## config.mk

```make
export PLATFORM = sky130hd
export DESIGN_NAME = alu_unit
export DESIGN_NICKNAME = d
export VERILOG_FILES = /design/src/verilog/blimp_inst_pkg.sv /design/src/verilog/blimp_notif_pkg.sv /design/src/verilog/alu_unit.sv
export VERILOG_INCLUDE_DIRS = /design/src /design/src/verilog
export SDC_FILE = /design/constraint.sdc
export NUM_CORES = 1
export LEC_CHECK = 0
export ABC_AREA = 1
export BUFFER_PORTS_ARGS = -buffer_cell sky130_fd_sc_hd__buf_4
export CORE_ASPECT_RATIO = 1.5
export CORE_MARGIN = 4
export CORE_UTILIZATION = 50
export CTS_BUF_LIST = sky130_fd_sc_hd__clkbuf_4
export DETAILED_ROUTE_END_ITERATION = 12
export PLACE_DENSITY = 0.92
export SLEW_MARGIN = 40
export SYNTH_ARGS = -nofsm -noshare
export SYNTH_HDL_FRONTEND = slang
export SYNTH_SLANG_ARGS = --single-unit
```

## constraint.sdc

```tcl
create_clock -name clk -period 3.41 [get_ports clk]
set_input_delay 0.341 -clock clk [delete_from_list [all_inputs] [get_ports clk]]
set_output_delay 0.341 -clock clk [all_outputs]
set_load 0.005 [all_outputs]
```

## src/verilog/blimp_config.svh

```systemverilog
/*
 * Sizing macros for the reduced Blimp core.
 * Included by the packages and by any RTL file that needs a width or depth.
 */

`ifndef BLIMP_CONFIG_SVH
`define BLIMP_CONFIG_SVH

// Sequence number width, sets ROB depth and max in flight
`define BLIMP_SEQ_NUM_BITS 5

// Architectural registers, x0 reads as zero
`define BLIMP_NUM_REGS 32

`define BLIMP_DATA_BITS 32  // Datapath width

// Multiplier latency in cycles
`define BLIMP_MUL_STAGES 4

`endif

```

## src/verilog/blimp_inst_pkg.sv

```systemverilog
/*
 * Instruction side types: opcode encoding, the pre-decoded instruction
 * taken from the input stream and the dispatch record sent to the pipes.
 */

`include "blimp_config.svh"

package blimp_inst_pkg;

  // Operation selector, steers to ALU or multiplier
  typedef enum logic [1:0] {
    op_add  = 2'd0,  // rd = rs1 + rs2
    op_addi = 2'd1,  // rd = rs1 + imm
    op_mul  = 2'd2   // rd = low half of rs1 * rs2
  } opcode_e;

  // Pre-decoded instruction from the testbench
  typedef struct packed {
    logic [31:0]                          pc;
    opcode_e                              op;
    logic [$clog2(`BLIMP_NUM_REGS)-1:0]   rd;
    logic [$clog2(`BLIMP_NUM_REGS)-1:0]   rs1;
    logic [$clog2(`BLIMP_NUM_REGS)-1:0]   rs2;
    logic [`BLIMP_DATA_BITS-1:0]          imm;
  } inst_t;

  // Issued instruction with operands already read
  typedef struct packed {
    logic [`BLIMP_SEQ_NUM_BITS-1:0]       seq;
    logic [31:0]                          pc;
    opcode_e                              op;
    logic [$clog2(`BLIMP_NUM_REGS)-1:0]   rd;
    logic [`BLIMP_DATA_BITS-1:0]          operand_a;
    logic [`BLIMP_DATA_BITS-1:0]          operand_b;  // rs2 value or imm
  } dispatch_t;

endpackage

```

## src/verilog/blimp_notif_pkg.sv

```systemverilog
/*
 * Result side types: execute pipe results, reused as completion
 * notifications, and the committed instruction trace record.
 */

`include "blimp_config.svh"

package blimp_notif_pkg;

  // Execute pipe output, also the completion write port format
  typedef struct packed {
    logic [`BLIMP_SEQ_NUM_BITS-1:0]       seq;    // ROB slot
    logic [31:0]                          pc;
    logic [$clog2(`BLIMP_NUM_REGS)-1:0]   rd;
    logic [`BLIMP_DATA_BITS-1:0]          wdata;
  } result_t;

  // One retired instruction on the trace port
  typedef struct packed {
    logic [31:0]                          pc;
    logic [$clog2(`BLIMP_NUM_REGS)-1:0]   waddr;
    logic [`BLIMP_DATA_BITS-1:0]          wdata;
    logic                                 wen;    // Low for x0 writes
  } trace_t;

endpackage

```

## src/verilog/alu_unit.sv

```systemverilog
/*
 * Single-cycle ALU pipe. Adds the two dispatched operands, which covers
 * both add and add-immediate since issue already chose operand b.
 */

`timescale 1ns/1ps

module alu_unit (
  input  logic                       clk,
  input  logic                       reset,
  input  logic                       in_val,
  input  blimp_inst_pkg::dispatch_t  req,
  output logic                       res_val,
  output blimp_notif_pkg::result_t   res
);

  blimp_notif_pkg::result_t res_d;

  // Tag fields pass straight through
  always_comb begin
    res_d.seq   = req.seq;
    res_d.pc    = req.pc;
    res_d.rd    = req.rd;
    res_d.wdata = req.operand_a + req.operand_b;  // Wraps at 32 bits
  end

  //----------------------------------------------------------------------
  // Output register
  //----------------------------------------------------------------------

  always_ff @(posedge clk) begin
    if (reset) begin
      res_val <= 1'b0;
    end else begin
      res_val <= in_val;
    end
  end

  always_ff @(posedge clk) begin
    if (in_val) res <= res_d;  // Only load on a real op
  end

endmodule

```

# Yosys cells after proc, flatten, opt, wreduce, memory -nomap -nowiden
# Cells that the tools add are included.
# word_totals
reg_bits	75
inputBits	111
output_inout_bits	75
word_cells	6
# op_classes
addsub	1
# ops
op	count
32-bit adder	1

# Depth between registers and ports, before layout
# depth
ltp_word	1
depth_mapped	12
ltp_nobuf	12

# Worst setup path before layout
# OpenSTA, ideal clock, no wires.
# synth_timing
kind	input port to flip-flop
from	input port req[0] (netlist name)
to	register res[28] (netlist name) (data pin)
setup_time_ns	0.252
t_arrival_ns	1.632
t_required_ns	3.158
setup_slack_ns	1.525
stages	12
path_buffers	0
cell_sequence	ha_1 fa_1 nand3_1 nand3_2 nand2_1 nand2_2 nand2_1 nand2_2 nand2_1 nand2_1 nand2_1 nand2_1
# synth_rtl
element	line	source
start, declared	alu_unit.sv:12	input blimp_inst_pkg::dispatch_t req,
end signal, assigned	alu_unit.sv:40	if (in_val) res <= res_d;
end, declared	alu_unit.sv:14	output blimp_notif_pkg::result_t res

==> impl_metrics.json <==
{
  "die-height_um": 126,
  "critPathSlowestCell": "fa_1",
  "crit_type": "in -> reg",
  "via_per_inst": 4.99,
  "cellPowerDensity_mw_per_mm2": 391,
  "avgRoutedWirePerCell_um": 15.8,
  "stdcell_count": 882,
  "whs_ps": 34.6,
  "setup_viol": 0,
  "clk_path_buf_depth": 2,
  "dieArea_mm2": 0.0109,
  "num-fill-cells": 724,
  "synth_mux_area_share_pct": 0,
  "path_clk_slew_ps": 150,
  "async_reset_ff_share_pct": 0,
  "worstMarginPinSlew_ps": 678,
  "drv_slew": 0,
  "syn_area_per_cell_um2": 8.12,
  "synth_top_family_by_area": "simple AND/OR/NAND/NOR gates",
  "synthToLayoutAreaGrowth_pct": 36.1,
  "coreArea_mm2": 0.00893,
  "synth-xor-area-share_pct": 3.02,
  "gp_congestion": 0.950,
  "p_leak_nw": 3.42,
  "cts_setup_buffers": 0,
  "multi_input_area_mm2": 0.00197,
  "synth_ff_type": "edfxtp_1",
  "synthTopCellsByArea": "edfxtp_1 (48%), nand2_1 (18%), inv_1 (8.9%), ha_1 (8.4%), nor2_1 (3.2%)",
  "synth_area_mm2": 0.00463,
  "ys_ff_latch": 75,
  "min_period_ps": 1780,
  "slowest_delay_ps": 480,
  "ant_nets": 0,
  "grt_max_degree": 76,
  "grt_pass1_wl_um": 21100,
  "synth-compound-area-share_pct": 2.73,
  "rows": 42,
  "final_area_mm2": 0.00631,
  "ys_types": 22,
  "io_buffers": 183,
  "max_slew_margin_pct": 54.8,
  "worstPathArrival_ps": 2030,
  "final.setup.tns_ps": 0,
  "cts_buffers": 9,
  "endpoint_kind": "flop",
  "syn_inst": 571,
  "status": "complete, no violations",
  "drtIter0Drc": 265,
  "synth_edf_count": 74,
  "synth_common_cells": "nand2_1 (221), inv_1 (110), edfxtp_1 (74)",
  "cts_tree": "done",
  "grt_antenna_before_repair": 1,
  "nets": 909,
  "crit_path_frequent_cell": "nand2_1",
  "overflow": 0,
  "ys_warn_count": 0,
  "cp_max_fo": 4,
  "drive_gt1_share_pct": 29.2,
  "remaining_drc_errors": 0,
  "crit_buf_inv": 1,
  "synth_fp_nets": 714,
  "synth_top_area_cell": "edfxtp_1",
  "grt_pass1_vias": 4359,
  "die_w_um": 86.6,
  "synth-adder-area-share_pct": 8.80,
  "rsz0062_at_grt": "false",
  "path_cells": "buf_4, ha_1, fa_1, nand3_1, nand3_2, nand2_1, nand2_2, nand2_1, nand2_2, nand2_1, nand2_1, nand2_1, nand2_1",
  "vias": 4401,
  "ctsHtreeMaxLevel": 3,
  "maxCapViolCount": 0,
  "dpl_cell_area_mm2": 0.00615,
  "netlist.area_leader.share_pct": 47.9,
  "cts-root-buf": "clkbuf_4",
  "first_pass_iters": 6,
  "dpl.hpwl_um": 11600,
  "irDropWorstVdd_mv": 0.342,
  "crit_family": "simple AND/OR/NAND/NOR gates",
  "ios": 186,
  "seq_area_frac_synth_pct": 48.4,
  "finalCritPeriodShare_pct": 52.3,
  "placed_cells": 864,
  "clock.fmax_ghz": 0.560,
  "final_hold_viol_count": 0,
  "initial_utilization_pct": 51.9,
  "yosys.area_share.simple_pct": 27.9,
  "clock-sinks": 75,
  "required_ps": 3660,
  "grtUsageTotal_pct": 25.4,
  "start_kind": "primary input",
  "synth_most_common_cell": "nand2_1",
  "hold_path_class": "in -> reg",
  "seq_area_mm2": 0.00224,
  "wl_um": 13900
}
==> cells by family after synthesis <==
logic type | Yosys count
simple gates | 312
buf+inv | 113
fa+ha+maj | 32
flops | 75
xor+xnor | 16
compound gates | 23
==> routing by layer <==
layer  vias up  GRT usage [%]  part of all wire, %
met2       221           48.4                   54
met5         -              0                    0
li1       2172              -                    -
met4         0           12.7                  3.9
met1      1966           24.5                   33
met3        42           6.08                  8.9
==> registers in the layout, indices dropped and copies added, names as in the netlist <==
signal,cells
res_val,1
res,74
==> cell usage in the layout (no fill, tap or decap), types with 2 or more instances in the layout <==
cell,instances
nand2_2,14
clkbuf_4,9
nor2_2,2
nor2_1,39
ha_1,31
clkinv_4,2
xor2_1,14
inv_2,3
a21oi_1,19
nand2_1,221
nand3_1,23
inv_1,110
nor3_2,2
nand3_2,4
o21bai_1,2
xnor2_1,2
nand4_1,3
nor3_1,3
buf_4,182
edfxtp_1,74
==> layout make-up <==
class                           count  share of cell area, %
Multi-Input combinational cell    383                   31.2
Inverter                          113                   6.73
Antenna cell                        1                 0.0397
Tap cell                          110                   2.18
Sequential cell                    75                   35.6
Clock inverter                      7                   1.21
Timing Repair Buffer              184                   22.0
Clock buffer                        9                   1.07
==> report_power, final <==
part           total [mW]  switching (mW)  internal, mW
registers            1.17          0.0327          1.14
logic               0.714           0.379         0.335
clock network       0.578           0.349         0.229
==> per-stage QoR <==
step / setup slack, ps / utilization, % / total power [mW]
2_1_floorplan: 1530 / - / 1.52
3_3_place_gp: 1220 / 68.8 / 1.87
3_5_place_dp: 1130 / 68.8 / 1.90
4_1_cts: 1660 / 70.5 / 2.48
5_1_grt: 1540 / 70.6 / 2.59
6_report: 1630 / 70.6 / 2.46
==> final timing paths <==
| kind | start | endpoint | slack, ps | cells after the start |
|---|---|---|---|---|
| worst max-delay path | req[0] | res[28] | 1630 | 13 |
| worst min-delay path | req[78] | res[44] | 30 | 1 |
==> timing repair <==
action,in CTS,in global routing
endpoints found under the hold margin,1,0
resized for setup,0,0
hold buffers,1,0
No activity file was read; power rests on OpenSTA's default activity.
