### src/verilog/blimp_config.svh
/*
 * Sizing macros for the reduced Blimp core.
 * Included by the packages and by any RTL file that needs a width or depth.
 */

`ifndef BLIMP_CONFIG_SVH
`define BLIMP_CONFIG_SVH

// Sequence number width, sets ROB depth and max in flight
`define BLIMP_SEQ_NUM_BITS 5

// Architectural registers, x0 reads as zero
`define BLIMP_NUM_REGS 32

`define BLIMP_DATA_BITS 32  // Datapath width

// Multiplier latency in cycles
`define BLIMP_MUL_STAGES 4

`endif

### src/verilog/blimp_inst_pkg.sv
/*
 * Instruction side types: opcode encoding, the pre-decoded instruction
 * taken from the input stream and the dispatch record sent to the pipes.
 */

`include "blimp_config.svh"

package blimp_inst_pkg;

  // Operation selector, steers to ALU or multiplier
  typedef enum logic [1:0] {
    op_add  = 2'd0,  // rd = rs1 + rs2
    op_addi = 2'd1,  // rd = rs1 + imm
    op_mul  = 2'd2   // rd = low half of rs1 * rs2
  } opcode_e;

  // Pre-decoded instruction from the testbench
  typedef struct packed {
    logic [31:0]                          pc;
    opcode_e                              op;
    logic [$clog2(`BLIMP_NUM_REGS)-1:0]   rd;
    logic [$clog2(`BLIMP_NUM_REGS)-1:0]   rs1;
    logic [$clog2(`BLIMP_NUM_REGS)-1:0]   rs2;
    logic [`BLIMP_DATA_BITS-1:0]          imm;
  } inst_t;

  // Issued instruction with operands already read
  typedef struct packed {
    logic [`BLIMP_SEQ_NUM_BITS-1:0]       seq;
    logic [31:0]                          pc;
    opcode_e                              op;
    logic [$clog2(`BLIMP_NUM_REGS)-1:0]   rd;
    logic [`BLIMP_DATA_BITS-1:0]          operand_a;
    logic [`BLIMP_DATA_BITS-1:0]          operand_b;  // rs2 value or imm
  } dispatch_t;

endpackage

### src/verilog/blimp_notif_pkg.sv
/*
 * Result side types: execute pipe results, reused as completion
 * notifications, and the committed instruction trace record.
 */

`include "blimp_config.svh"

package blimp_notif_pkg;

  // Execute pipe output, also the completion write port format
  typedef struct packed {
    logic [`BLIMP_SEQ_NUM_BITS-1:0]       seq;    // ROB slot
    logic [31:0]                          pc;
    logic [$clog2(`BLIMP_NUM_REGS)-1:0]   rd;
    logic [`BLIMP_DATA_BITS-1:0]          wdata;
  } result_t;

  // One retired instruction on the trace port
  typedef struct packed {
    logic [31:0]                          pc;
    logic [$clog2(`BLIMP_NUM_REGS)-1:0]   waddr;
    logic [`BLIMP_DATA_BITS-1:0]          wdata;
    logic                                 wen;    // Low for x0 writes
  } trace_t;

endpackage

### src/verilog/pipelined_multiplier.sv
/*
 * Multiply pipe. The product is formed in the first stage and then
 * carried down a chain of p_stages registers with its valid bit and
 * tags, so a new multiply may enter every cycle.
 */

`timescale 1ns/1ps
`include "blimp_config.svh"

module pipelined_multiplier #(
  parameter int p_stages = `BLIMP_MUL_STAGES
) (
  input  logic                       clk,
  input  logic                       reset,
  input  logic                       in_val,
  input  blimp_inst_pkg::dispatch_t  req,
  output logic                       res_val,
  output blimp_notif_pkg::result_t   res
);

  logic [p_stages-1:0]      val_q;            // Valid chain
  blimp_notif_pkg::result_t stage_q [p_stages];
  blimp_notif_pkg::result_t first_d;

  always_comb begin
    first_d.seq   = req.seq;
    first_d.pc    = req.pc;
    first_d.rd    = req.rd;
    first_d.wdata = req.operand_a * req.operand_b;  // Low half kept
  end

  //----------------------------------------------------------------------
  // Stage registers
  //----------------------------------------------------------------------

  always_ff @(posedge clk) begin
    if (reset) begin
      val_q <= '0;
    end else begin
      val_q[0] <= in_val;
      for (int i = 1; i < p_stages; i++) begin
        val_q[i] <= val_q[i-1];
      end
    end
  end

  always_ff @(posedge clk) begin
    stage_q[0] <= first_d;  // Bubbles carry junk, gated by val_q
    for (int i = 1; i < p_stages; i++) begin
      stage_q[i] <= stage_q[i-1];
    end
  end

  assign res_val = val_q[p_stages-1];
  assign res     = stage_q[p_stages-1];

endmodule

### config.mk
export PLATFORM = sky130hd
export DESIGN_NAME = pipelined_multiplier
export DESIGN_NICKNAME = d
export VERILOG_FILES = /design/src/verilog/blimp_inst_pkg.sv /design/src/verilog/blimp_notif_pkg.sv /design/src/verilog/pipelined_multiplier.sv
export VERILOG_INCLUDE_DIRS = /design/src /design/src/verilog
export SDC_FILE = /design/constraint.sdc
export NUM_CORES = 1
export LEC_CHECK = 0
export ABC_CLOCK_PERIOD_IN_PS = 19310
export BUFFER_PORTS_ARGS = -buffer_cell sky130_fd_sc_hd__buf_4
export CAP_MARGIN = 25
export CORE_MARGIN = 4
export CORE_UTILIZATION = 45
export CTS_CLUSTER_DIAMETER = 60
export DETAILED_ROUTE_END_ITERATION = 10
export SYNTH_ARGS = -nofsm -noshare
export SYNTH_HDL_FRONTEND = slang
export SYNTH_SLANG_ARGS = --single-unit
export TNS_END_PERCENT = 100
### constraint.sdc
create_clock -name clk -period 19.31 [get_ports clk]
set_input_delay 2.8965 -clock clk [delete_from_list [all_inputs] [get_ports clk]]
set_output_delay 2.8965 -clock clk [all_outputs]
set_load 0.005 [all_outputs]
* Word level (Yosys, flattened, before mapping)
Memory sizes are Yosys's and may differ from the RTL's.
Cells that the tools add are included.
** Word-level totals
- Register bits after elaboration :: 4
- Input port bits :: 111
- Output and inout bits :: 75
- Memory bits (writable) :: 296
- Memories :: 1
- Logic and storage cells :: 3
** Memories
- stage_q :: depth 4, width 74, rd ports 4, clocked after memory_dff 0, wr ports 4, line pipelined_multiplier.sv:22 : blimp_notif_pkg::result_t stage_q [p_stages];
** Operators by class
- $mul :: 1
** Operator list (number)
- 32-bit by 32-bit multiplier with 32-bit output :: 1

* Depth between registers and ports, before layout
- Depth in word-level cells :: 1
- Depth in mapped cells :: 27
- Depth with buffers taken out :: 24

* Least setup slack after synthesis
No wires, ideal clock.
- Kind :: input-to-reg
- From :: input port req[3] (netlist bit)
- To :: memory stage_q[0][30] (netlist bit)
- Arrival time :: 9151 ps
- Buffers on the path :: 2
- Stages :: 24
- Data required time :: 19238 ps
- Path slack :: 10087 ps
- Library setup time :: 72 ps
- Cells stage by stage :: clkbuf_1 clkbuf_1 and2_1 fa_1 inv_1 fa_1 fa_1 fa_1 inv_1 fa_1 inv_1 fa_1 inv_1 fa_1 fa_1 ha_1 nand2_1 nor2_1 a311oi_1 o22ai_1 a211oi_1 o21bai_1 a311oi_1 xnor2_1
** RTL lines
- from (decl) :: line pipelined_multiplier.sv:16 : input blimp_inst_pkg::dispatch_t req,
- to (decl) :: line pipelined_multiplier.sv:22

==> key figures <==
Timing
  – RSZ-0062 raised after global routing: false
  – Max Transition Viols Final: 0
  – Sum of negative setup slack: 0 ns
  – Max Freq: 0.102 GHz
  – Final Cycle Share: 50.6%
  – Worst Max-Slew Pin Slew: 0.764 ns
  – Slew headroom: 48.8%
  – Tmin final: 9.77 ns
  – Final setup vio count: 0
  – Clock skew: 0.00616 ns
  – Hold Vio Cnt, Final: 0

Clocking
  – CTS Buffer Depth: 3
  – Cts bufs inserted: 30
  – Clock Tree Root: clkbuf_16
  – Post-CTS sizing: 0
  – Cts hold-fix bufs: 0
  – # Post-CTS Setup Buffers: 0
  – # clock sinks: 300
  – H-tree depth: 1
  – Clock latency on the worst-skew pair: 0.57 ns
  – CTS tree: yes
  – CTS clk-pin slew, worst paths: 0.06 ns

Synth
  – Largest family of logic cells by synthesized area: adder cells
  – Post-synthesis xor/xnor area fraction: 3.49%
  – Synth unique cells: 45
  – Post-Synth Simple-Gate Area: 14.2%
  – Synth Instances: 2009
  – Syn_area_per_cell: 10.9 µm²
  – Post-synthesis adder-cell area fraction: 44.4%
  – Multiplexer share of the synthesized area: 0.0458%
  – Mapped Area: 0.0218 mm²
  – Sequential-to-total area share from yosys stat: 27.5%
  – Seq cells post-synth: 300
  – Yosys warns: 0
  – Mapped Nets: 2651
  – Post-synthesis compound-gate area fraction: 2.72%

Global routing
  – Remaining Overflow, GRT: 0
  – Vias in the first global route: 15200
  – First-pass GRT wire length: 80400 µm
  – Tot GR Track Use: 19.2%
  – Initial antenna violation count: 0
  – Largest net degree at the start of global routing: 33

Placed design
  – Placed cell areas: 0.0237 mm²
  – Hpwl dp: 37500 µm
  – RD Place Congestion: 0.858
  – IO buf count: 183

Floorplan
  – Die ar.: 0.0521 mm²
  – Initial core utilization: 45.7%
  – Core footprint: 0.0478 mm²
  – I/O Pins: 186
  – Rows: 80
  – Die Y: 228 µm
  – Die W: 228 µm

Cells and area
  – Most common cell after layout, fill and taps aside: fa_1
  – Final core utilization: 51.7%
  – FILL cells: 4392
  – Area Overhead vs Synth: 13.2%
  – Most frequent cells in the layout: fa_1 (408), and2_1 (368), inv_1 (359), dfxtp_1 (300), buf_4 (183)
  – Multi-input gate area: 0.0142 mm²
  – Register area: 0.00601 mm²
  – Share of layout cells above drive strength 1: 11.4%
  – Post-route cell area: 0.0247 mm²
  – Final #Nets: 2784

Setup path
  – Critical path required time: 19.80 ns
  – Startpoint types: input pin
  – Crit end category: flip-flop
  – R2r setup slk: 18.80 ns
  – Largest stage delay on the critical path: 0.67 ns
  – Crit-path cells: buf_4 -> and2_1 -> fa_1 -> inv_1 -> fa_1 -> fa_1 -> fa_1 -> inv_1 -> fa_1 -> inv_1 -> fa_1 -> inv_1 -> fa_1 -> fa_1 -> ha_1 -> nand2_1 -> nor2_1 -> a311oi_1 -> o22ai_1 -> a211oi_1 -> o21bai_1 -> a311oi_1 -> xnor2_1
  – Setup CP Type: input pin to flip-flop
  – Most used cell, CP: fa_1
  – WP data arrival: 10.26 ns
  – Crit-path max FO: 31
  – Worst path slowest cell: a211oi_1

Route
  – Detail Route Antenna Nets: 0
  – DR pass1 iterations: 5
  – WL final: 48300 µm
  – Initial DRC count: 486
  – Via-per-instance ratio: 4.82
  – Routed wire per std cell: 17.4 µm
  – Drc violations: 0
  – Vias: 13400

Status
  – Run status: finished clean

Min path
  – Min-Delay Path Class: flip-flop to flip-flop

Flow run
  – Max-cap violations: 0
layer usage:
metal / vias to the layer above / global-route usage [%] / part of all wire (%)
li1: 6153 / - / -
met1: 6862 / 25.0 / 43
met2: 318 / 34.2 / 51
met3: 75 / 2.18 / 3.9
met4: 0 / 5.09 / 2.7
met5: - / 0 / 0
synth_stat cells, drive strengths merged:
cell type	number	area [µm²]
ha	123	1540
xnor2	70	613
a21o	11	82.6
a31oi	3	18.8
clkbuf	82	308
a211o	1	8.76
a41oi	1	16.3
a221oi	2	41.3
mux2i	1	10.0
nor2b	6	37.5
or3	1	6.26
nand3b	1	7.51
o21ai	14	73.8
a21oi	21	113
a31o	1	8.76
and2	368	2300
xor2	17	149
and4	1	8.76
and3	2	12.5
fa	408	8170
or2	1	6.26
a221o	1	10.0
o21bai	8	60.1
nand2	171	642
a311oi	3	26.3
nor2	6	22.5
nand2b	2	12.5
a22oi	1	7.51
nand3	5	25.0
nor3b	1	7.51
o22ai	1	6.26
o211ai	2	15.0
dfxtp	300	6010
o211a	1	17.5
inv	359	1350
nor3	3	15.0
a2111oi	2	36.3
o21a	2	15.0
a211oi	5	37.5
nand4	1	6.26
logic make-up (layout without fill, tap and decap cells):
logic type,after synthesis,in the layout
compound gates,80,80
xor+xnor,87,87
fa+ha+maj,531,531
buf+inv,441,597
flops,300,300
mux,1,1
other cells,0,1
simple gates,569,569
area by class of cell:
type	count	share of cell area, %
Inverter	359	5.45
Clock buffer	35	3.23
Clock inverter	20	1.02
Sequential cell	300	24.3
Antenna cell	1	0.0101
Tap cell	615	3.11
Multi-Input combinational cell	1268	57.3
Timing Repair Buffer	183	5.55
worst paths after layout:
path                    endpoint  cells after the start          start
setup / recovery  stage_q[0][30]                     23         req[2]
hold / removal     stage_q[3][3]                      0  stage_q[2][3]
setup reg to reg        val_q[1]                      1       val_q[0]
hold reg to reg    stage_q[3][3]                      0  stage_q[2][3]
registers in the layout (all words and copies together), names as in the netlist:
register  count
stage_q     296
val_q         4
metrics by stage:
stage	cells	hold slack [ns]	setup WS [ns]
global route	2780	0.324	9.35
floorplan	2009	0.310	10.09
CTS	2780	0.313	9.48
finish	2781	0.322	9.54
global placement	2725	0.309	8.93
detailed placement	2725	0.312	8.90
worst max-delay path: cells and delay by family:
kind,cells,cell delay (ns)
fa+ha+maj,9,4.36
compound gates,5,1.94
xor+xnor,1,0.16
simple gates,3,0.41
buf+inv,5,0.45
Power is not shown: default switching activity piles up to over one toggle a cycle in this logic, so the estimate is an artifact.
