## config.mk

```make
export PLATFORM = sky130hd
export DESIGN_NAME = writeback_commit_unit
export DESIGN_NICKNAME = d
export VERILOG_FILES = /design/src/verilog/blimp_notif_pkg.sv /design/src/verilog/writeback_commit_unit.sv
export VERILOG_INCLUDE_DIRS = /design/src /design/src/verilog
export SDC_FILE = /design/constraint.sdc
export NUM_CORES = 2
export LEC_CHECK = 0
export ABC_AREA = 0
export ABC_CLOCK_PERIOD_IN_PS = 8300
export BUFFER_PORTS_ARGS = -buffer_cell sky130_fd_sc_hd__buf_2
export CAP_MARGIN = 20
export CORE_MARGIN = 5
export CORE_UTILIZATION = 40
export CTS_BUF_LIST = sky130_fd_sc_hd__clkbuf_16
export DETAILED_ROUTE_END_ITERATION = 7
export PLACE_DENSITY = 0.53
export SLEW_MARGIN = 20
export SYNTH_ARGS = -nofsm -noshare
export SYNTH_HDL_FRONTEND = slang
export SYNTH_SLANG_ARGS = --single-unit
```

## constraint.sdc

```tcl
create_clock -name clk -period 8.3 [get_ports clk]
set_input_delay 1.66 -clock clk [delete_from_list [all_inputs] [get_ports clk]]
set_output_delay 1.66 -clock clk [all_outputs]
set_load 0.1 [all_outputs]
```

## src/verilog/blimp_config.svh

```systemverilog
/*
 * Sizing macros for the reduced Blimp core.
 * Included by the packages and by any RTL file that needs a width or depth.
 */

`ifndef BLIMP_CONFIG_SVH
`define BLIMP_CONFIG_SVH

// Sequence number width, sets ROB depth and max in flight
`define BLIMP_SEQ_NUM_BITS 5

// Architectural registers, x0 reads as zero
`define BLIMP_NUM_REGS 32

`define BLIMP_DATA_BITS 32  // Datapath width

// Multiplier latency in cycles
`define BLIMP_MUL_STAGES 4

`endif

```

## src/verilog/blimp_notif_pkg.sv

```systemverilog
/*
 * Result side types: execute pipe results, reused as completion
 * notifications, and the committed instruction trace record.
 */

`include "blimp_config.svh"

package blimp_notif_pkg;

  // Execute pipe output, also the completion write port format
  typedef struct packed {
    logic [`BLIMP_SEQ_NUM_BITS-1:0]       seq;    // ROB slot
    logic [31:0]                          pc;
    logic [$clog2(`BLIMP_NUM_REGS)-1:0]   rd;
    logic [`BLIMP_DATA_BITS-1:0]          wdata;
  } result_t;

  // One retired instruction on the trace port
  typedef struct packed {
    logic [31:0]                          pc;
    logic [$clog2(`BLIMP_NUM_REGS)-1:0]   waddr;
    logic [`BLIMP_DATA_BITS-1:0]          wdata;
    logic                                 wen;    // Low for x0 writes
  } trace_t;

endpackage

```

## src/verilog/writeback_commit_unit.sv

```systemverilog
/*
 * Writeback and commit. Pipe results go straight out as completions to
 * the register file and land in a reorder buffer indexed by sequence
 * number; the head retires in program order onto the trace port.
 */

`timescale 1ns/1ps
`include "blimp_config.svh"

module writeback_commit_unit (
  input  logic                      clk,
  input  logic                      reset,
  input  logic                      alu_res_val,
  input  logic                      mul_res_val,
  input  blimp_notif_pkg::result_t  alu_res,
  input  blimp_notif_pkg::result_t  mul_res,
  output logic                      cmp0_val,
  output logic                      cmp1_val,
  output blimp_notif_pkg::result_t  cmp0,
  output blimp_notif_pkg::result_t  cmp1,
  output logic                      commit_val,
  output logic                      trace_val,
  output blimp_notif_pkg::trace_t   trace
);

  localparam int c_depth = 1 << `BLIMP_SEQ_NUM_BITS;

  blimp_notif_pkg::trace_t          rob_q [c_depth];  // Retire records
  logic [c_depth-1:0]               done_q;
  logic [`BLIMP_SEQ_NUM_BITS-1:0]   head_q;           // Oldest in flight

  // Build the trace record at writeback time
  function automatic blimp_notif_pkg::trace_t to_trace(
    input blimp_notif_pkg::result_t r
  );
    blimp_notif_pkg::trace_t t;
    t.pc    = r.pc;
    t.waddr = r.rd;
    t.wdata = r.wdata;
    t.wen   = (r.rd != '0);  // x0 writes are not reported as writes
    return t;
  endfunction

  //----------------------------------------------------------------------
  // Completion ports
  //----------------------------------------------------------------------

  // Same cycle as the pipe output, RF updates at the coming edge
  assign cmp0_val = alu_res_val;
  assign cmp0     = alu_res;
  assign cmp1_val = mul_res_val;
  assign cmp1     = mul_res;

  //----------------------------------------------------------------------
  // Reorder buffer
  //----------------------------------------------------------------------

  always_ff @(posedge clk) begin
    if (alu_res_val) rob_q[alu_res.seq] <= to_trace(alu_res);
    if (mul_res_val) rob_q[mul_res.seq] <= to_trace(mul_res);
  end

  always_ff @(posedge clk) begin
    if (reset) begin
      done_q <= '0;
      head_q <= '0;
    end else begin
      if (commit_val) begin
        done_q[head_q] <= 1'b0;  // Free the slot
        head_q         <= head_q + 1'b1;
      end
      // Head is already done, so these never hit the retiring slot
      if (alu_res_val) done_q[alu_res.seq] <= 1'b1;
      if (mul_res_val) done_q[mul_res.seq] <= 1'b1;
    end
  end

  //----------------------------------------------------------------------
  // In-order retire
  //----------------------------------------------------------------------

  assign commit_val = done_q[head_q];  // At most one per cycle
  assign trace_val  = commit_val;
  assign trace      = rob_q[head_q];

endmodule
```

# After elaboration in Yosys (flattened, before gate mapping)
# Memory sizes are Yosys's and may differ from the RTL's. A register that Yosys moved wholly into a read port is not among the register bits.
# Cells that the tools add are included.
op_classes:
  addsub: 1
  n_mul: 0
  div: 0
  n_lt_le_gt_ge: 6
  n_eq_ne: 0
  shift: 0
  n_mux: 19
  bitwise: 4
  reduce_logical: 5
ops:
  columns: ["operator", "n"]
  rows:
  - ["2-to-1 mux 32 bit", 5]
  - ["bitwise OR 32 bit", 2]
  - ["bitwise AND 32 bit", 1]
  - ["inverter 32 bit", 1]
  - ["< comparator 5 x 6 -> 1 bit (second input constant)", 3]
  - ["demux 1 bit (select 5 bit)", 3]
  - ["greater-or-equal comparator 5 x 1 -> 1 bit (second input constant)", 3]
  - ["2-to-1 mux 5 bit", 2]
  - ["nonzero test 5 bit", 2]
  - ["2-to-1 mux 1 bit", 8]
  - ["adder 5 x 1 -> 5 bit (second input constant)", 1]
  - ["binary-select mux 1 bit (select 5 bit)", 1]
  - ["logical AND 1 bit", 3]
word_totals:
  reg_bits: 37
  latchBits: 0
  mem_bits_rw: 2240
  romBits: 0
  out_inout_bits: 222
  elab_cells: 38
  n_memories: 1
memory_table:
  columns: ["memory", "depth", "width", "rd", "rd_ports_with_merged_regs", "wr", "line", "source"]
  rows:
  - ["rob_q", 32, 70, 1, 1, 2, "writeback_commit_unit.sv:28", "blimp_notif_pkg::trace_t rob_q [c_depth];"]

# Longest topological paths before layout
depth:
  ltp_word: 13
  mapped_depth: 9
  depth_no_buf: 5

# Worst setup path before layout
# Ideal clock, no wire load.
synth_path:
  kind: "input -> register"
  start: "input alu_res[70] (netlist bit)"
  end: "register done_q[8]"
  setup_time_ps: 94
  t_arrival_ps: 7963
  setup_slack_ps: 243
  cell_stages: 5
  path_buffers: 1
  path_cell_list: "or3b_2 -> clkbuf_1 -> o21ai_0 -> nor2_1 -> a211oi_2"
synth_via:
  elab_chain_len: 9
  word_cells_on_any_way: 10
  classes_between: "order compare: 2; mux: 5; bitwise: 2; reduce/logical: 1"
synth_lines:
  columns: ["element", "line", "source"]
  rows:
  - ["from (decl)", "writeback_commit_unit.sv:15", "input blimp_notif_pkg::result_t alu_res,"]
  - ["< comparator 5 x 6 -> 1 bit (not written as such) / greater-or-equal comparator 5 x 1 -> 1 bit (equally long branches)", "writeback_commit_unit.sv:73", "if (alu_res_val) done_q[alu_res.seq] <= 1'b1;"]
  - ["logical AND 1 bit (not written as such)", "writeback_commit_unit.sv:73", null]
  - ["2-to-1 mux 1 bit (not written as such)", "writeback_commit_unit.sv:73", null]
  - ["demux 1 bit (select 5 bit) (*)", "writeback_commit_unit.sv:73", null]
  - ["bitwise OR 32 bit (no source line) (*)", null, null]
  - ["2-to-1 mux 32 bit (*)", "writeback_commit_unit.sv:73", null]
  - ["2-to-1 mux 32 bit (*)", "writeback_commit_unit.sv:64", "if (reset) begin"]
  - ["bitwise OR 32 bit (no source line)", null, null]
  - ["2-to-1 mux 32 bit (*)", "writeback_commit_unit.sv:74", "if (mul_res_val) done_q[mul_res.seq] <= 1'b1;"]
  - ["to (signal assigned)", "writeback_commit_unit.sv:65", "done_q <= '0;"]
  - ["to (signal, indexed assignment)", "writeback_commit_unit.sv:73", null]
  - ["to (signal, indexed assignment)", "writeback_commit_unit.sv:74", null]
  - ["to (decl)", "writeback_commit_unit.sv:29", "logic [c_depth-1:0] done_q;"]
# Mark *: on every way between the ends. The rest lies on a longest branch, timed or not. The select of a mux whose other input is x is not followed.
# A chain may end at the register's enable or synchronous reset.

# Final worst setup path
layout_path:
  start: "register head_q[1]"
  end: "output trace_val"
layout_via:
  elab_chain_len: 2
layout_lines:
  columns: ["element", "line", "source"]
  rows:
  - ["from (decl)", "writeback_commit_unit.sv:30", "logic [`BLIMP_SEQ_NUM_BITS-1:0] head_q;"]
  - ["from (signal assigned)", "writeback_commit_unit.sv:70", "head_q <= head_q + 1'b1;"]
  - ["binary-select mux 1 bit (select 5 bit)", "writeback_commit_unit.sv:82", "assign commit_val = done_q[head_q];"]
  - ["2-to-1 mux 1 bit (not written as such)", "writeback_commit_unit.sv:82", null]
  - ["to (decl)", "writeback_commit_unit.sv:22", "output logic trace_val,"]
# No other way between the ends. The select of a mux whose other input is x is not followed.

==> impl_metrics.csv <==
group,metric,value,unit
cts,cts_hold_buffers,0,
critical_path,cpPeakStageDelay,0.90,ns
floorplanning,initial_utilization,0.402,
pwr,p_leak,40.7,nW
pwr,p_per_area,220,nW/um^2
sta,skew,0.0170,ns
critical_path,r2r-start,"head_q[1]$_SDFFE_PP0P_",
cts,cts_resized,0,
finish,drive_gt1_frac,0.580,
cts,cts_buffer_depth,4,
grt,grt_pass1_wl,535,mm
floorplanning,num_rows,197,
drt,highest_layer,"met5",
sta,fin_setup_tns,0,ns
critical_path,path_buf_inv,1,
critical_path,critPathRequiredTime,6.64,ns
sta,setup_viol,0,
critical_path,crit_family,"compound AO/OA/AOI/OAI gates",
synth,syn_nets,6758,
grt,antenna_found_initial,15,
sta,fmaxAchievable,155,MHz
drt,ant_nets,0,
critical_path,arrival,4.79,ns
sta,finalCritPeriodShare,0.778,
cts,worstSkewPairLatency,0.88,ns
pwr,power.total,28.3,mW
grt,grt_usage,0.249,
placed_design,gp_routability_congestion,0.766,
critical_path,rrSetupSlack,4.41,ns
critical_path,slowest_stage,"dfxtp_1",
synth,synth_seq_cells,2282,
critical_path,crit_cells,5,
synth,synth_edf_count,2240,
sta,rsz0062_at_grt,"no",
sta,drv_slew,0,
cts,numCtsBuffers,272,
placed_design,dp_hpwl,207,mm
synth,yosysUniqueCellTypes,41,
synth,synthTopCellsByCount,"2240 x edfxtp_1, 2178 x mux2_2, 727 x clkbuf_1",
synth,yosys.area.top_type,"edfxtp_1",
run,drv_cap,0,
pwr,ir_worst_vdd,191,uV
synth,yosysMostFrequentCell,"edfxtp_1",
synth,async_flop_share,0,
floorplanning,chipHeight,549,um
floorplanning,die_area,301000,sq um
sta,finalHoldViolations,0,
critical_path,endpoint,"trace_val",
finish,syn2layout_area_growth,10.9,%
critical_path,cp-end-kind,"primary output",
synth,synthTopCellsByArea,"edfxtp_1 58%, mux2_2 21%, mux4_2 14%, clkbuf_1 2.4%, mux2_1 1.0%",
synth,ys_seq_area_frac,0.587,
critical_path,startpoint,"head_q[1]$_SDFFE_PP0P_",
drt,routed-wl-met2,186,mm
sta,finalCriticalPeriod,6.45,ns
synth,netlist_area,116000,sq um
cts,post_cts_buffers,0,
cts,cts.sinks,2282,
status,status,"complete, no violations",
synth,yosys.area.top_type_share,0.580,
placed_design,io_buffers,373,
finish,final_nets,6589,
sta,slew_headroom,0.192,
drt,route.detailed.drc,0,
floorplanning,pin_count,374,
critical_path,r2r_end,"done_q[18]$_SDFF_PP0_",
drt,drt-met1-wl,161,mm
grt,grt_max_degree,119,
drt,vias_per_cell,6.15,
synth,synthCells,6602,
synth,synth-main-ff-cell,"edfxtp_1",
synth,synth_warnings,0,
drt,first_iter_violations,6665,
drt,num_vias,64114,
drt,wirelength,383,mm
cts,cts_tree,"yes",
floorplanning,die_w,549,um
grt,grt_pass1_vias,65692,
finish,fillers,25054,
hold_path,hold_class,"reg -> reg",
critical_path,crit_chain,"mux2_1 -> a221o_1 -> a222oi_1 -> nand2_2 -> buf_2",
grt,grt_remaining_overflow,0,
critical_path,r2r_cells,5,
cts,clk_pin_slew,0.06,ns
drt,drt_pass1_iterations,6,
cts,cts.htree.levels,5,
cts,cts-root-buf,"clkbuf_16",
drt,wire_per_inst,36.8,um
synth,syn_area_per_cell,17.6,sq um
floorplanning,core_area,288000,sq um
hold_path,hp-start,"done_q[20]$_SDFF_PP0_",
drt,wl_met3,24.5,mm
critical_path,critPathMaxFanout,26,
critical_path,crit_path_start_kind,"register",
critical_path,worstSetupPathType,"reg -> out",
sta,worst_slew_pin_slew,1.21,ns
finish,fin_util,0.446,
## worst min-delay path: stages (launching register included)
cell and delay (ns):
dfxtp_1 0.31, nor2_1 0.09, a211oi_1 0.05
## state kept, by name (all words and copies together), names as in the netlist, named ones only
name    count
done_q     32
head_q      5
rob_q    2240
## stage by stage
step / area (sq um) / setup WS, ns / std cells / hold slack (ns)
6_report: 129000 / 1.85 / 10422 / 0.499
3_3_place_gp: 120000 / 2.30 / 9931 / 0.488
5_1_grt: 129000 / 1.60 / 10419 / 0.525
2_1_floorplan: 116000 / 0.243 / 6602 / 0.474
3_5_place_dp: 121000 / 2.78 / 9940 / 0.492
4_1_cts: 129000 / 1.82 / 10418 / 0.499
## per-layer routing
metal | track usage | up-vias
met1 | 0.342 | 35089
li1 | - | 26033
met5 | 0 | -
met4 | 0.0710 | 4
met2 | 0.413 | 2414
met3 | 0.0373 | 574
## placed cells by master, fill, tap and decap left out, drive strengths merged, types with 13 or more instances in the layout
cell / instances
edfxtp: 2240
inv: 110
nand2: 44
mux4: 702
o22ai: 17
clkbuf: 279
dfxtp: 42
a21oi: 35
buf: 546
clkinv: 91
mux2: 2283
nor2: 110
nand3b: 13
o21ai: 16
a211oi: 33
## how the worst min path moves through the flow
stage               depth (start not counted)  slack [ns]               endpoint
finish                                      2        0.50  done_q[20]$_SDFF_PP0_
global route                                2        0.52  done_q[16]$_SDFF_PP0_
CTS                                         2        0.50  done_q[20]$_SDFF_PP0_
detailed placement                          2        0.49  done_q[20]$_SDFF_PP0_
global placement                            2        0.49  done_q[15]$_SDFF_PP0_
floorplan                                   2        0.47  done_q[20]$_SDFF_PP0_
## cells by family after synthesis
| family | Yosys count | share of synthesized area |
|---|---|---|
| buffers and inverters | 995 | 0.0383 |
| DFF | 2282 | 0.587 |
| AOI/OAI and AO/OA | 110 | 0.00683 |
| adders and majority gates | 4 | 0.000431 |
| and+or+nand+nor | 216 | 0.00862 |
| muxes | 2995 | 0.359 |
## power by group
part | internal [mW] | total [mW] | switching [mW]
logic | 1.67 | 4.15 | 2.48
registers | 13.0 | 13.1 | 0.111
clock network | 6.23 | 11.1 | 4.91
## layout make-up
class                   instances  area [sq um]  area share
flip-flops and latches       2282         68100       0.529
multi-input cells            3325         44100       0.343
clock buffers                 279          6980      0.0543
well taps                    3781          4730      0.0368
repair buffers                546          3560      0.0276
clock inverters               199          1120     0.00874
inverters                       6          22.5    0.000175
diodes                          4          10.0   0.0000778
Power figures use the tool's default switching activity.
