File: src/verilog/blimp_config.svh
/*
 * Sizing macros for the reduced Blimp core.
 * Included by the packages and by any RTL file that needs a width or depth.
 */

`ifndef BLIMP_CONFIG_SVH
`define BLIMP_CONFIG_SVH

// Sequence number width, sets ROB depth and max in flight
`define BLIMP_SEQ_NUM_BITS 5

// Architectural registers, x0 reads as zero
`define BLIMP_NUM_REGS 32

`define BLIMP_DATA_BITS 32  // Datapath width

// Multiplier latency in cycles
`define BLIMP_MUL_STAGES 4

`endif

File: src/verilog/blimp_inst_pkg.sv
/*
 * Instruction side types: opcode encoding, the pre-decoded instruction
 * taken from the input stream and the dispatch record sent to the pipes.
 */

`include "blimp_config.svh"

package blimp_inst_pkg;

  // Operation selector, steers to ALU or multiplier
  typedef enum logic [1:0] {
    op_add  = 2'd0,  // rd = rs1 + rs2
    op_addi = 2'd1,  // rd = rs1 + imm
    op_mul  = 2'd2   // rd = low half of rs1 * rs2
  } opcode_e;

  // Pre-decoded instruction from the testbench
  typedef struct packed {
    logic [31:0]                          pc;
    opcode_e                              op;
    logic [$clog2(`BLIMP_NUM_REGS)-1:0]   rd;
    logic [$clog2(`BLIMP_NUM_REGS)-1:0]   rs1;
    logic [$clog2(`BLIMP_NUM_REGS)-1:0]   rs2;
    logic [`BLIMP_DATA_BITS-1:0]          imm;
  } inst_t;

  // Issued instruction with operands already read
  typedef struct packed {
    logic [`BLIMP_SEQ_NUM_BITS-1:0]       seq;
    logic [31:0]                          pc;
    opcode_e                              op;
    logic [$clog2(`BLIMP_NUM_REGS)-1:0]   rd;
    logic [`BLIMP_DATA_BITS-1:0]          operand_a;
    logic [`BLIMP_DATA_BITS-1:0]          operand_b;  // rs2 value or imm
  } dispatch_t;

endpackage

File: src/verilog/blimp_notif_pkg.sv
/*
 * Result side types: execute pipe results, reused as completion
 * notifications, and the committed instruction trace record.
 */

`include "blimp_config.svh"

package blimp_notif_pkg;

  // Execute pipe output, also the completion write port format
  typedef struct packed {
    logic [`BLIMP_SEQ_NUM_BITS-1:0]       seq;    // ROB slot
    logic [31:0]                          pc;
    logic [$clog2(`BLIMP_NUM_REGS)-1:0]   rd;
    logic [`BLIMP_DATA_BITS-1:0]          wdata;
  } result_t;

  // One retired instruction on the trace port
  typedef struct packed {
    logic [31:0]                          pc;
    logic [$clog2(`BLIMP_NUM_REGS)-1:0]   waddr;
    logic [`BLIMP_DATA_BITS-1:0]          wdata;
    logic                                 wen;    // Low for x0 writes
  } trace_t;

endpackage

File: src/verilog/issue_unit.sv
/*
 * Issue stage. Holds the register file and scoreboard, numbers each
 * accepted instruction and registers it toward the ALU or multiplier.
 * Completions write the register file and are forwarded to reads.
 */

`timescale 1ns/1ps
`include "blimp_config.svh"

module issue_unit (
  input  logic                        clk,
  input  logic                        reset,
  input  logic                        inst_val,
  input  blimp_inst_pkg::inst_t       inst,
  output logic                        inst_rdy,
  output logic                        alu_val,
  output logic                        mul_val,
  output blimp_inst_pkg::dispatch_t   alu_req,
  output blimp_inst_pkg::dispatch_t   mul_req,
  input  logic                        cmp0_val,
  input  logic                        cmp1_val,
  input  blimp_notif_pkg::result_t    cmp0,
  input  blimp_notif_pkg::result_t    cmp1,
  input  logic                        commit_val
);

  localparam int c_addr_bits = $clog2(`BLIMP_NUM_REGS);
  localparam int c_max_in_flight = 1 << `BLIMP_SEQ_NUM_BITS;

  logic [`BLIMP_DATA_BITS-1:0]     rf_q [`BLIMP_NUM_REGS];
  logic [`BLIMP_NUM_REGS-1:0]      pend_q;      // Scoreboard
  logic [`BLIMP_NUM_REGS-1:0]      cmp_mask;    // Regs completing now
  logic [`BLIMP_NUM_REGS-1:0]      pend_eff;
  logic [`BLIMP_SEQ_NUM_BITS-1:0]  seq_q;
  logic [`BLIMP_SEQ_NUM_BITS:0]    in_flight_q; // One extra bit for full
  logic                            uses_rs2;
  logic                            hazard;
  logic                            full;
  logic                            accept;
  blimp_inst_pkg::dispatch_t       disp_d;
  blimp_inst_pkg::dispatch_t       disp_q;

  //----------------------------------------------------------------------
  // Register read with completion forwarding
  //----------------------------------------------------------------------

  function automatic logic [`BLIMP_DATA_BITS-1:0] read_reg(
    input logic [c_addr_bits-1:0] addr
  );
    logic [`BLIMP_DATA_BITS-1:0] val;
    val = rf_q[addr];
    if (cmp0_val && cmp0.rd == addr) val = cmp0.wdata;  // ALU bypass
    if (cmp1_val && cmp1.rd == addr) val = cmp1.wdata;  // Mul bypass
    if (addr == '0) val = '0;                           // x0 hard-wired
    return val;
  endfunction

  //----------------------------------------------------------------------
  // Hazard check and handshake
  //----------------------------------------------------------------------

  always_comb begin
    cmp_mask = '0;
    if (cmp0_val) cmp_mask[cmp0.rd] = 1'b1;
    if (cmp1_val) cmp_mask[cmp1.rd] = 1'b1;
  end

  assign pend_eff = pend_q & ~cmp_mask;  // Completing regs count as ready
  assign uses_rs2 = (inst.op != blimp_inst_pkg::op_addi);
  assign hazard   = pend_eff[inst.rs1] | (uses_rs2 & pend_eff[inst.rs2])
                  | pend_eff[inst.rd];                   // RAW and WAW
  assign full     = (in_flight_q == c_max_in_flight[`BLIMP_SEQ_NUM_BITS:0]);
  assign inst_rdy = !reset && !hazard && !full;
  assign accept   = inst_val && inst_rdy;

  always_comb begin
    disp_d.seq       = seq_q;
    disp_d.pc        = inst.pc;
    disp_d.op        = inst.op;
    disp_d.rd        = inst.rd;
    disp_d.operand_a = read_reg(inst.rs1);
    disp_d.operand_b = uses_rs2 ? read_reg(inst.rs2) : inst.imm;
  end

  //----------------------------------------------------------------------
  // State
  //----------------------------------------------------------------------

  always_ff @(posedge clk) begin  // Both write ports, x0 never written
    if (cmp0_val && cmp0.rd != '0) rf_q[cmp0.rd] <= cmp0.wdata;
    if (cmp1_val && cmp1.rd != '0) rf_q[cmp1.rd] <= cmp1.wdata;
  end

  always_ff @(posedge clk) begin
    if (reset) begin
      pend_q      <= '0;
      seq_q       <= '0;
      in_flight_q <= '0;
      alu_val     <= 1'b0;
      mul_val     <= 1'b0;
    end else begin
      pend_q <= pend_eff;  // Clear on completion first
      if (accept && inst.rd != '0) pend_q[inst.rd] <= 1'b1;
      if (accept) seq_q <= seq_q + 1'b1;
      case ({accept, commit_val})
        2'b10:   in_flight_q <= in_flight_q + 1'b1;
        2'b01:   in_flight_q <= in_flight_q - 1'b1;
        default: in_flight_q <= in_flight_q;  // Both or neither
      endcase
      alu_val <= accept && (inst.op != blimp_inst_pkg::op_mul);
      mul_val <= accept && (inst.op == blimp_inst_pkg::op_mul);
    end
  end

  always_ff @(posedge clk) begin
    if (accept) disp_q <= disp_d;  // Payload, qualified by the strobes
  end

  assign alu_req = disp_q;
  assign mul_req = disp_q;

endmodule

File: config.mk
export PLATFORM = sky130hd
export DESIGN_NAME = issue_unit
export DESIGN_NICKNAME = d
export VERILOG_FILES = /design/src/verilog/blimp_inst_pkg.sv /design/src/verilog/blimp_notif_pkg.sv /design/src/verilog/issue_unit.sv
export VERILOG_INCLUDE_DIRS = /design/src /design/src/verilog
export SDC_FILE = /design/constraint.sdc
export NUM_CORES = 2
export LEC_CHECK = 0
export BUFFER_PORTS_ARGS = -buffer_cell sky130_fd_sc_hd__buf_2
export CORE_AREA = 4 4 338 340
export CTS_CLUSTER_SIZE = 40
export DETAILED_ROUTE_END_ITERATION = 12
export DIE_AREA = 0 0 342 344
export PLACE_DENSITY = 0.8
export SETUP_SLACK_MARGIN = 0.5
export SLEW_MARGIN = 30
export SYNTH_ARGS = -nofsm -noshare
export SYNTH_HDL_FRONTEND = slang
export SYNTH_SLANG_ARGS = --single-unit
File: constraint.sdc
create_clock -name clk -period 8.9 [get_ports clk]
set_input_delay 0.89 -clock clk [delete_from_list [all_inputs] [get_ports clk]]
set_output_delay 0.89 -clock clk [all_outputs]
set_load 0.005 [all_outputs]
---- Word level (Yosys, flattened, before mapping) ----
Memory sizes are Yosys's and may differ from the RTL's. A register that Yosys moved wholly into a read port is not among the register bits.
Index checks and enable logic that the tools add are counted.
word-level totals
  flip-flop bits (word level) ............. 121
  bits in writable memories ............... 1,024
  input port bits ......................... 235
  output and inout bits ................... 219
  logic and storage cells ................. 83
  memories ................................ 1
cells by class
  $add $sub $neg .......................... 3
  magnitude comparators ................... 8
  eq/ne operators ......................... 8
  muxes and demuxes ....................... 24
  bitwise operators ....................... 7
  reductions and logical operators ........ 22
memories
  memory  words  width  read ports  clocked after Yosys merged registers in  write ports  RTL line          RTL
  rf_q    32     32     2           1                                        2            issue_unit.sv:30  logic [`BLIMP_DATA_BITS-1:0] rf_q [`BLIMP_NUM_REGS];
operators with widths
  cell                                                   count
  2-to-1 mux 32 bit                                      7
  OR 32 bit                                              2
  bitwise AND 32 bit                                     1
  NOT 32 bit                                             1
  < comparator 5 x 6 -> 1 bit, second input constant     5
  binary-select mux 1 bit (select 5 bit)                 3
  demux 1 bit (select 5 bit)                             3
  >= comparator 5 x 1 -> 1 bit, second input constant    3
  nonzero test 5 bit                                     3
  logical AND 1 bit                                      13
  one-hot mux 6 bit (2 select lines)                     1
  == test 5 bit                                          2
  logical NOT 5 bit                                      2
  2-to-1 mux 1 bit                                       10
  adder 6 x 1 -> 6 bit, second input constant            1
  == test 6 bit, second input constant                   1
  subtractor 6 x 1 -> 6 bit, second input constant       1
  adder 5 x 1 -> 5 bit, second input constant            1
  == test 2 bit, second input constant                   2
  logical NOT 1 bit                                      3
  == test 2 x 1 -> 1 bit, second input constant          1
  inequality test 2 x 1 -> 1 bit, second input constant  1
  inequality test 2 bit, second input constant           1
  OR 1 bit                                               2
  other kinds (2)                                        2

---- Longest topological paths before layout ----
  depth in word-level cells ............... 20
  depth in mapped cells ................... 21
  mapped depth without buffers ............ 17

---- Worst setup path before layout ----
Ideal clock, no wire load.
  kind .................................... input to register
  start ................................... input port cmp0[35] (netlist bit)
  end ..................................... register disp_q, in the netlist alu_req[0], enable pin
  setup time .............................. 461 ps
  arrival ................................. 6,561 ps
  required time ........................... 8,439 ps
  setup slack ............................. 1,877 ps
  stages on the path ...................... 11
  path buffers ............................ 3
  path through ............................ buf_4 or4b_4 buf_6 o22ai_1 nand3_1 nand4_1 o32ai_1 nor3_2 nand4_4 buf_6 inv_1
between the ends
  longest elaborated chain between the ends .. 18
  elaborated cells between the ends (all ways) .. 23
  classes of those cells .................. order compare (2); mux (10); bitwise (6); reduce/logical (5)
ends and longest elaborated chain
  item                                                                                                      RTL line           RTL
  from (decl)                                                                                               issue_unit.sv:22   input blimp_notif_pkg::result_t cmp0,
  < comparator 5 x 6 -> 1 bit (not written as such) / >= comparator 5 x 1 -> 1 bit (equally long branches)  issue_unit.sv:64   if (cmp0_val) cmp_mask[cmp0.rd] = 1'b1;
  logical AND 1 bit (not written as such)                                                                   issue_unit.sv:64
  2-to-1 mux 1 bit (not written as such)                                                                    issue_unit.sv:64
  demux 1 bit (select 5 bit) *                                                                              issue_unit.sv:64
  2-to-1 mux 32 bit *                                                                                       issue_unit.sv:64
  OR 32 bit (no source line)                                                                                n/a
  2-to-1 mux 32 bit *                                                                                       issue_unit.sv:65   if (cmp1_val) cmp_mask[cmp1.rd] = 1'b1;
  NOT 32 bit *                                                                                              issue_unit.sv:68   assign pend_eff = pend_q & ~cmp_mask;
  [... 2 more ...]                                                                                          n/a
  2-to-1 mux 1 bit (not written as such)                                                                    issue_unit.sv:70   assign hazard = pend_eff[inst.rs1] | (uses_rs2 & pend_eff[inst.rs2])
  bitwise AND 1 bit                                                                                         issue_unit.sv:70
  OR 1 bit                                                                                                  issue_unit.sv:70
  OR 1 bit *                                                                                                issue_unit.sv:71   | pend_eff[inst.rd];
  logical NOT 1 bit *                                                                                       issue_unit.sv:73   assign inst_rdy = !reset && !hazard && !full;
  logical AND 1 bit * (2 in a row)                                                                          issue_unit.sv:73
  logical AND 1 bit *                                                                                       issue_unit.sv:74   assign accept = inst_val && inst_rdy;
  via accept                                                                                                issue_unit.sv:39   logic accept;
  to (signal assigned)                                                                                      issue_unit.sv:116  if (accept) disp_q <= disp_d;
  to (decl)                                                                                                 issue_unit.sv:41   blimp_inst_pkg::dispatch_t disp_q;
The timed path passes the listed nets; every way through them passes the cells marked *. The select of a mux whose other input is x is not followed.
A chain may end at the register's enable or synchronous reset.

---- Worst setup path in the final report ----
  start ................................... input port cmp1[34] (netlist bit)
  end ..................................... register in_flight_q[5]
between the ends
  longest elaborated chain between the ends .. 19
  elaborated cells between the ends (all ways) .. 26
  classes of those cells .................. order compare (2); eq/ne (2); mux (10); bitwise (6); reduce/logical (6)
ends and longest elaborated chain
  item                                                                                                      RTL line           RTL
  from (decl)                                                                                               issue_unit.sv:23   input blimp_notif_pkg::result_t cmp1,
  < comparator 5 x 6 -> 1 bit (not written as such) / >= comparator 5 x 1 -> 1 bit (equally long branches)  issue_unit.sv:65
  logical AND 1 bit (not written as such)                                                                   issue_unit.sv:65
  2-to-1 mux 1 bit (not written as such)                                                                    issue_unit.sv:65
  demux 1 bit (select 5 bit) *                                                                              issue_unit.sv:65
  OR 32 bit (no source line) *                                                                              n/a
  2-to-1 mux 32 bit *                                                                                       issue_unit.sv:65
  NOT 32 bit *                                                                                              issue_unit.sv:68
  bitwise AND 32 bit *                                                                                      issue_unit.sv:68
  [... 2 more ...]                                                                                          n/a
  bitwise AND 1 bit                                                                                         issue_unit.sv:70
  OR 1 bit                                                                                                  issue_unit.sv:70
  OR 1 bit *                                                                                                issue_unit.sv:71
  logical NOT 1 bit *                                                                                       issue_unit.sv:73
  logical AND 1 bit * (2 in a row)                                                                          issue_unit.sv:73
  logical AND 1 bit *                                                                                       issue_unit.sv:74
  == test 2 x 1 -> 1 bit / == test 2 bit (equally long branches)                                            issue_unit.sv:105  case ({accept, commit_val})
  one-hot mux 6 bit (2 select lines) / nonzero test 2 bit (equally long branches)                           n/a
  to (signal assigned)                                                                                      issue_unit.sv:106  2'b10: in_flight_q <= in_flight_q + 1'b1;
  to (signal assigned)                                                                                      issue_unit.sv:107  2'b01: in_flight_q <= in_flight_q - 1'b1;
  to (signal assigned)                                                                                      issue_unit.sv:108  default: in_flight_q <= in_flight_q;
  to (decl)                                                                                                 issue_unit.sv:35   logic [`BLIMP_SEQ_NUM_BITS:0] in_flight_q;
Every way passes the cells marked *; elsewhere a longest branch is shown, timed or not. The select of a mux whose other input is x is not followed.

==> flow_summary_export.csv <==
group,metric,value,unit
critical_path,rr_endpoint,"in_flight_q[5]$_SDFFE_PP0P_",
yosys,synth_largest_area_cell,"edfxtp_1",
floorplanning,placementRows,123,
clock_network,cts.sinks,1177,
placed_design,dpl_wire_length,110000,um
power,ir_worst_vdd,196,uV
cells_and_area,syn_to_final_growth,9.72,%
critical_path,worst_setup_path_end_kind,"flop",
timing,final_number_of_setup_violating_endpoints,0,
timing,relSlewSlack,0.266,
cells_and_area,layout.core_utilization,0.674,
critical_path,r2r_start,"in_flight_q[1]$_SDFFE_PP0P_",
global_route,grt_max_degree,133,
timing,fmax,176,MHz
timing,finalHoldViolations,0,
yosys,postSynthRegisterBits,1177,
yosys,synthCells,4285,
route,postRouteWirelength,215000,um
yosys,ys_dominant_reg_cell,"edfxtp_1",
yosys,ys.warnings.count,0,
clock_network,tritoncts,"yes",
worst_hold_path,hold_path_startpoint,"inst[76]",
critical_path,startpoint_type,"primary input",
clock_network,cts-root-to-sink-buffers,3,
timing,setup-tns-final,0,ps
cells_and_area,finalNetCount,4502,
floorplanning,core-area,112000,um^2
cells_and_area,multi_input_area,31400,um^2
global_route,grt_first_pass_wirelength,303000,um
power,power_leakage,24.6,nW
clock_network,h-tree-depth,4,
yosys,synth_enable_flop_cells,1132,
critical_path,crit_arrival,6340,ps
placed_design,globalplace.congestion,0.873,
clock_network,cts_hold_buffers,0,
clock_network,cts_buffers,131,
timing,worst-slew-pin-transition,1100,ps
floorplanning,die-height,344,um
timing,finalCritPeriodShare,0.637,
yosys,synth.top_cells.by_area,"edfxtp_1 50%, mux4_2 21%, mux2_2 16%",
route,count_of_vias_placed_by_the_detailed_router,44300,
yosys,proportion_of_netlist_area_held_by_the_largest_area_contributor,0.496,
worst_hold_path,timing.hold.worst_endpoint,"alu_req[98]$_DFFE_PP_",
critical_path,r2r_slack,4480,ps
floorplanning,die-width,342,um
yosys,ys_seq_area_frac,0.509,
worst_hold_path,min_delay_path_depth,1,
timing,rsz0062_at_grt,"no",
route,remaining_drc_errors,0,
yosys,synthDistinctLibCells,69,
route,ant_nets,0,
critical_path,path_max_fanout,37,
critical_path,r2r.worst_path.cells,16,
critical_path,criticalPathCategory,"primary input to flop",
yosys,async_reset_ff_frac,0,
route,routed_wire_length_per_instance,36.6,um
floorplanning,initial_core_utilization,0.614,
route,drt_first_pass_iters,6,
route,vias_per_cell,7.55,
cells_and_area,drive_gt1_frac,0.549,
global_route,antenna_found_initial,11,
yosys,syn-mean-instance-area,16.0,um^2
timing,whs,324,ps
clock_network,clk_pin_slew,60,ps
cells_and_area,most-common-layout-cells,"1,132 x edfxtp_1, 995 x mux2_2, 642 x mux4_2",
yosys,synth_area,68500,um^2
timing,final_period_minus_worst_setup_slack,5670,ps
timing,maxSlewViolCount,0,
clock_network,postCtsSetupBuffers,0,
worst_hold_path,hold_class,"primary input to flop",
floorplanning,boundaryPins,454,
global_route,overflow,0,
cells_and_area,layout.filler_cells,7406,
timing,layout_setup_ws,3230,ps
floorplanning,die_area,118000,um^2
placed_design,preCtsSetupSlack,2540,ps
status,outcome,"completed",
clock_network,number_of_gates_resized_after_cts,0,
timing,final.setup_skew,32.8,ps
placed_design,place.port_buffers,379,
clock_network,insertion_delay,750,ps
power,power.density_cell_area,178,nW/um^2
global_route,number_of_global_route_vias_before_repair,43500,
route,drt-initial-drc-count,7255,
cells_and_area,layout_commonest_cell,"edfxtp_1",
cells_and_area,seqCellArea,34900,um^2
clock_network,cts.root.buffer_cell,"clkbuf_16",
critical_path,critical_path_required,9570,ps
global_route,track_usage,0.362,
job,max-cap-violations,0,
[logic make-up after synthesis]
logic type | Yosys count | share of synthesized area
mux | 1718 | 0.386
flops | 1177 | 0.509
buf+inv | 685 | 0.0445
simple gates | 357 | 0.0245
compound gates | 316 | 0.0309
xor+xnor | 24 | 0.00307
fa+ha+maj | 7 | 0.00139
other cells | 1 | 0.0000547
[per-stage QoR]
| stage | instances | area [um^2] | total power, mW |
|---|---|---|---|
| final | 5867 | 75200 | 13.4 |
| after global routing | 5864 | 75200 | 13.7 |
| after CTS | 5862 | 75100 | 13.4 |
| after detailed placement | 5625 | 70900 | 8.08 |
| after global placement | 5621 | 70900 | 8.04 |
| after floorplan | 4316 | 68600 | 7.61 |
[worst max-delay path by stage]
stage | from | end
final | cmp1[34] | in_flight_q[5]$_SDFFE_PP0P_
after global placement | cmp1[36] | in_flight_q[5]$_SDFFE_PP0P_
after CTS | cmp1[34] | in_flight_q[5]$_SDFFE_PP0P_
after floorplan | cmp0[35] | alu_req[0]$_DFFE_PP_
after global routing | cmp1_val | in_flight_q[5]$_SDFFE_PP0P_
after detailed placement | cmp1[34] | in_flight_q[5]$_SDFFE_PP0P_
[final cells by class]
type | instances | area share
diodes | 3 | 0.0000999
clock inverters | 75 | 0.00867
clock buffers | 162 | 0.0467
flip-flops and latches | 1177 | 0.464
repair buffers | 484 | 0.0378
inverters | 12 | 0.000682
multi-input cells | 2454 | 0.417
well taps | 1500 | 0.0250
[flip-flops by register name, summed over array words and instances (netlist names)]
signal / cells
pend_q: 32
seq_q: 5
alu_val: 1
rf_q: 1024
mul_val: 1
alu_req: 108
in_flight_q: 6
[worst max-delay path, stage by stage]
cell and delay, ps:
buf_2 180, or4b_1 820, o22ai_4 240, buf_4 760, nand3_1 150, nand4_1 140
o32ai_1 130, nor3_2 350, nand4_4 610, ha_1 530, ha_1 310, a21o_1 170
a21oi_1 200, o21bai_1 90, a21oi_1 200, xnor2_1 90, or3_1 300, a21oi_1 130
[per-layer routing]
metal | routed length, um | part of all wire | vias to the layer above | track usage
li1 | - | - | 17200 | -
met1 | 73600 | 0.34 | 22500 | 0.493
met2 | 97100 | 0.45 | 3809 | 0.551
met3 | 32700 | 0.15 | 691 | 0.104
met4 | 11300 | 0.053 | 8 | 0.162
met5 | 48 | 0.00022 | - | 0
[cell usage after synthesis (all sizes together) (33+ instances only)]
library cell / count
a211oi: 36
nand2: 66
nor2: 188
o221ai: 33
edfxtp: 1132
mux2i: 81
a21oi: 108
mux4: 642
dfxtp: 45
buf: 229
clkbuf: 444
mux2: 995
o21ai: 48
[report_power, final]
part	switching [mW]	total, mW	internal (mW)
clock network	2.28	5.35	3.07
logic	0.897	1.67	0.770
registers	0.0721	6.34	6.26
Note: power is estimated with default switching activity, not from simulation.
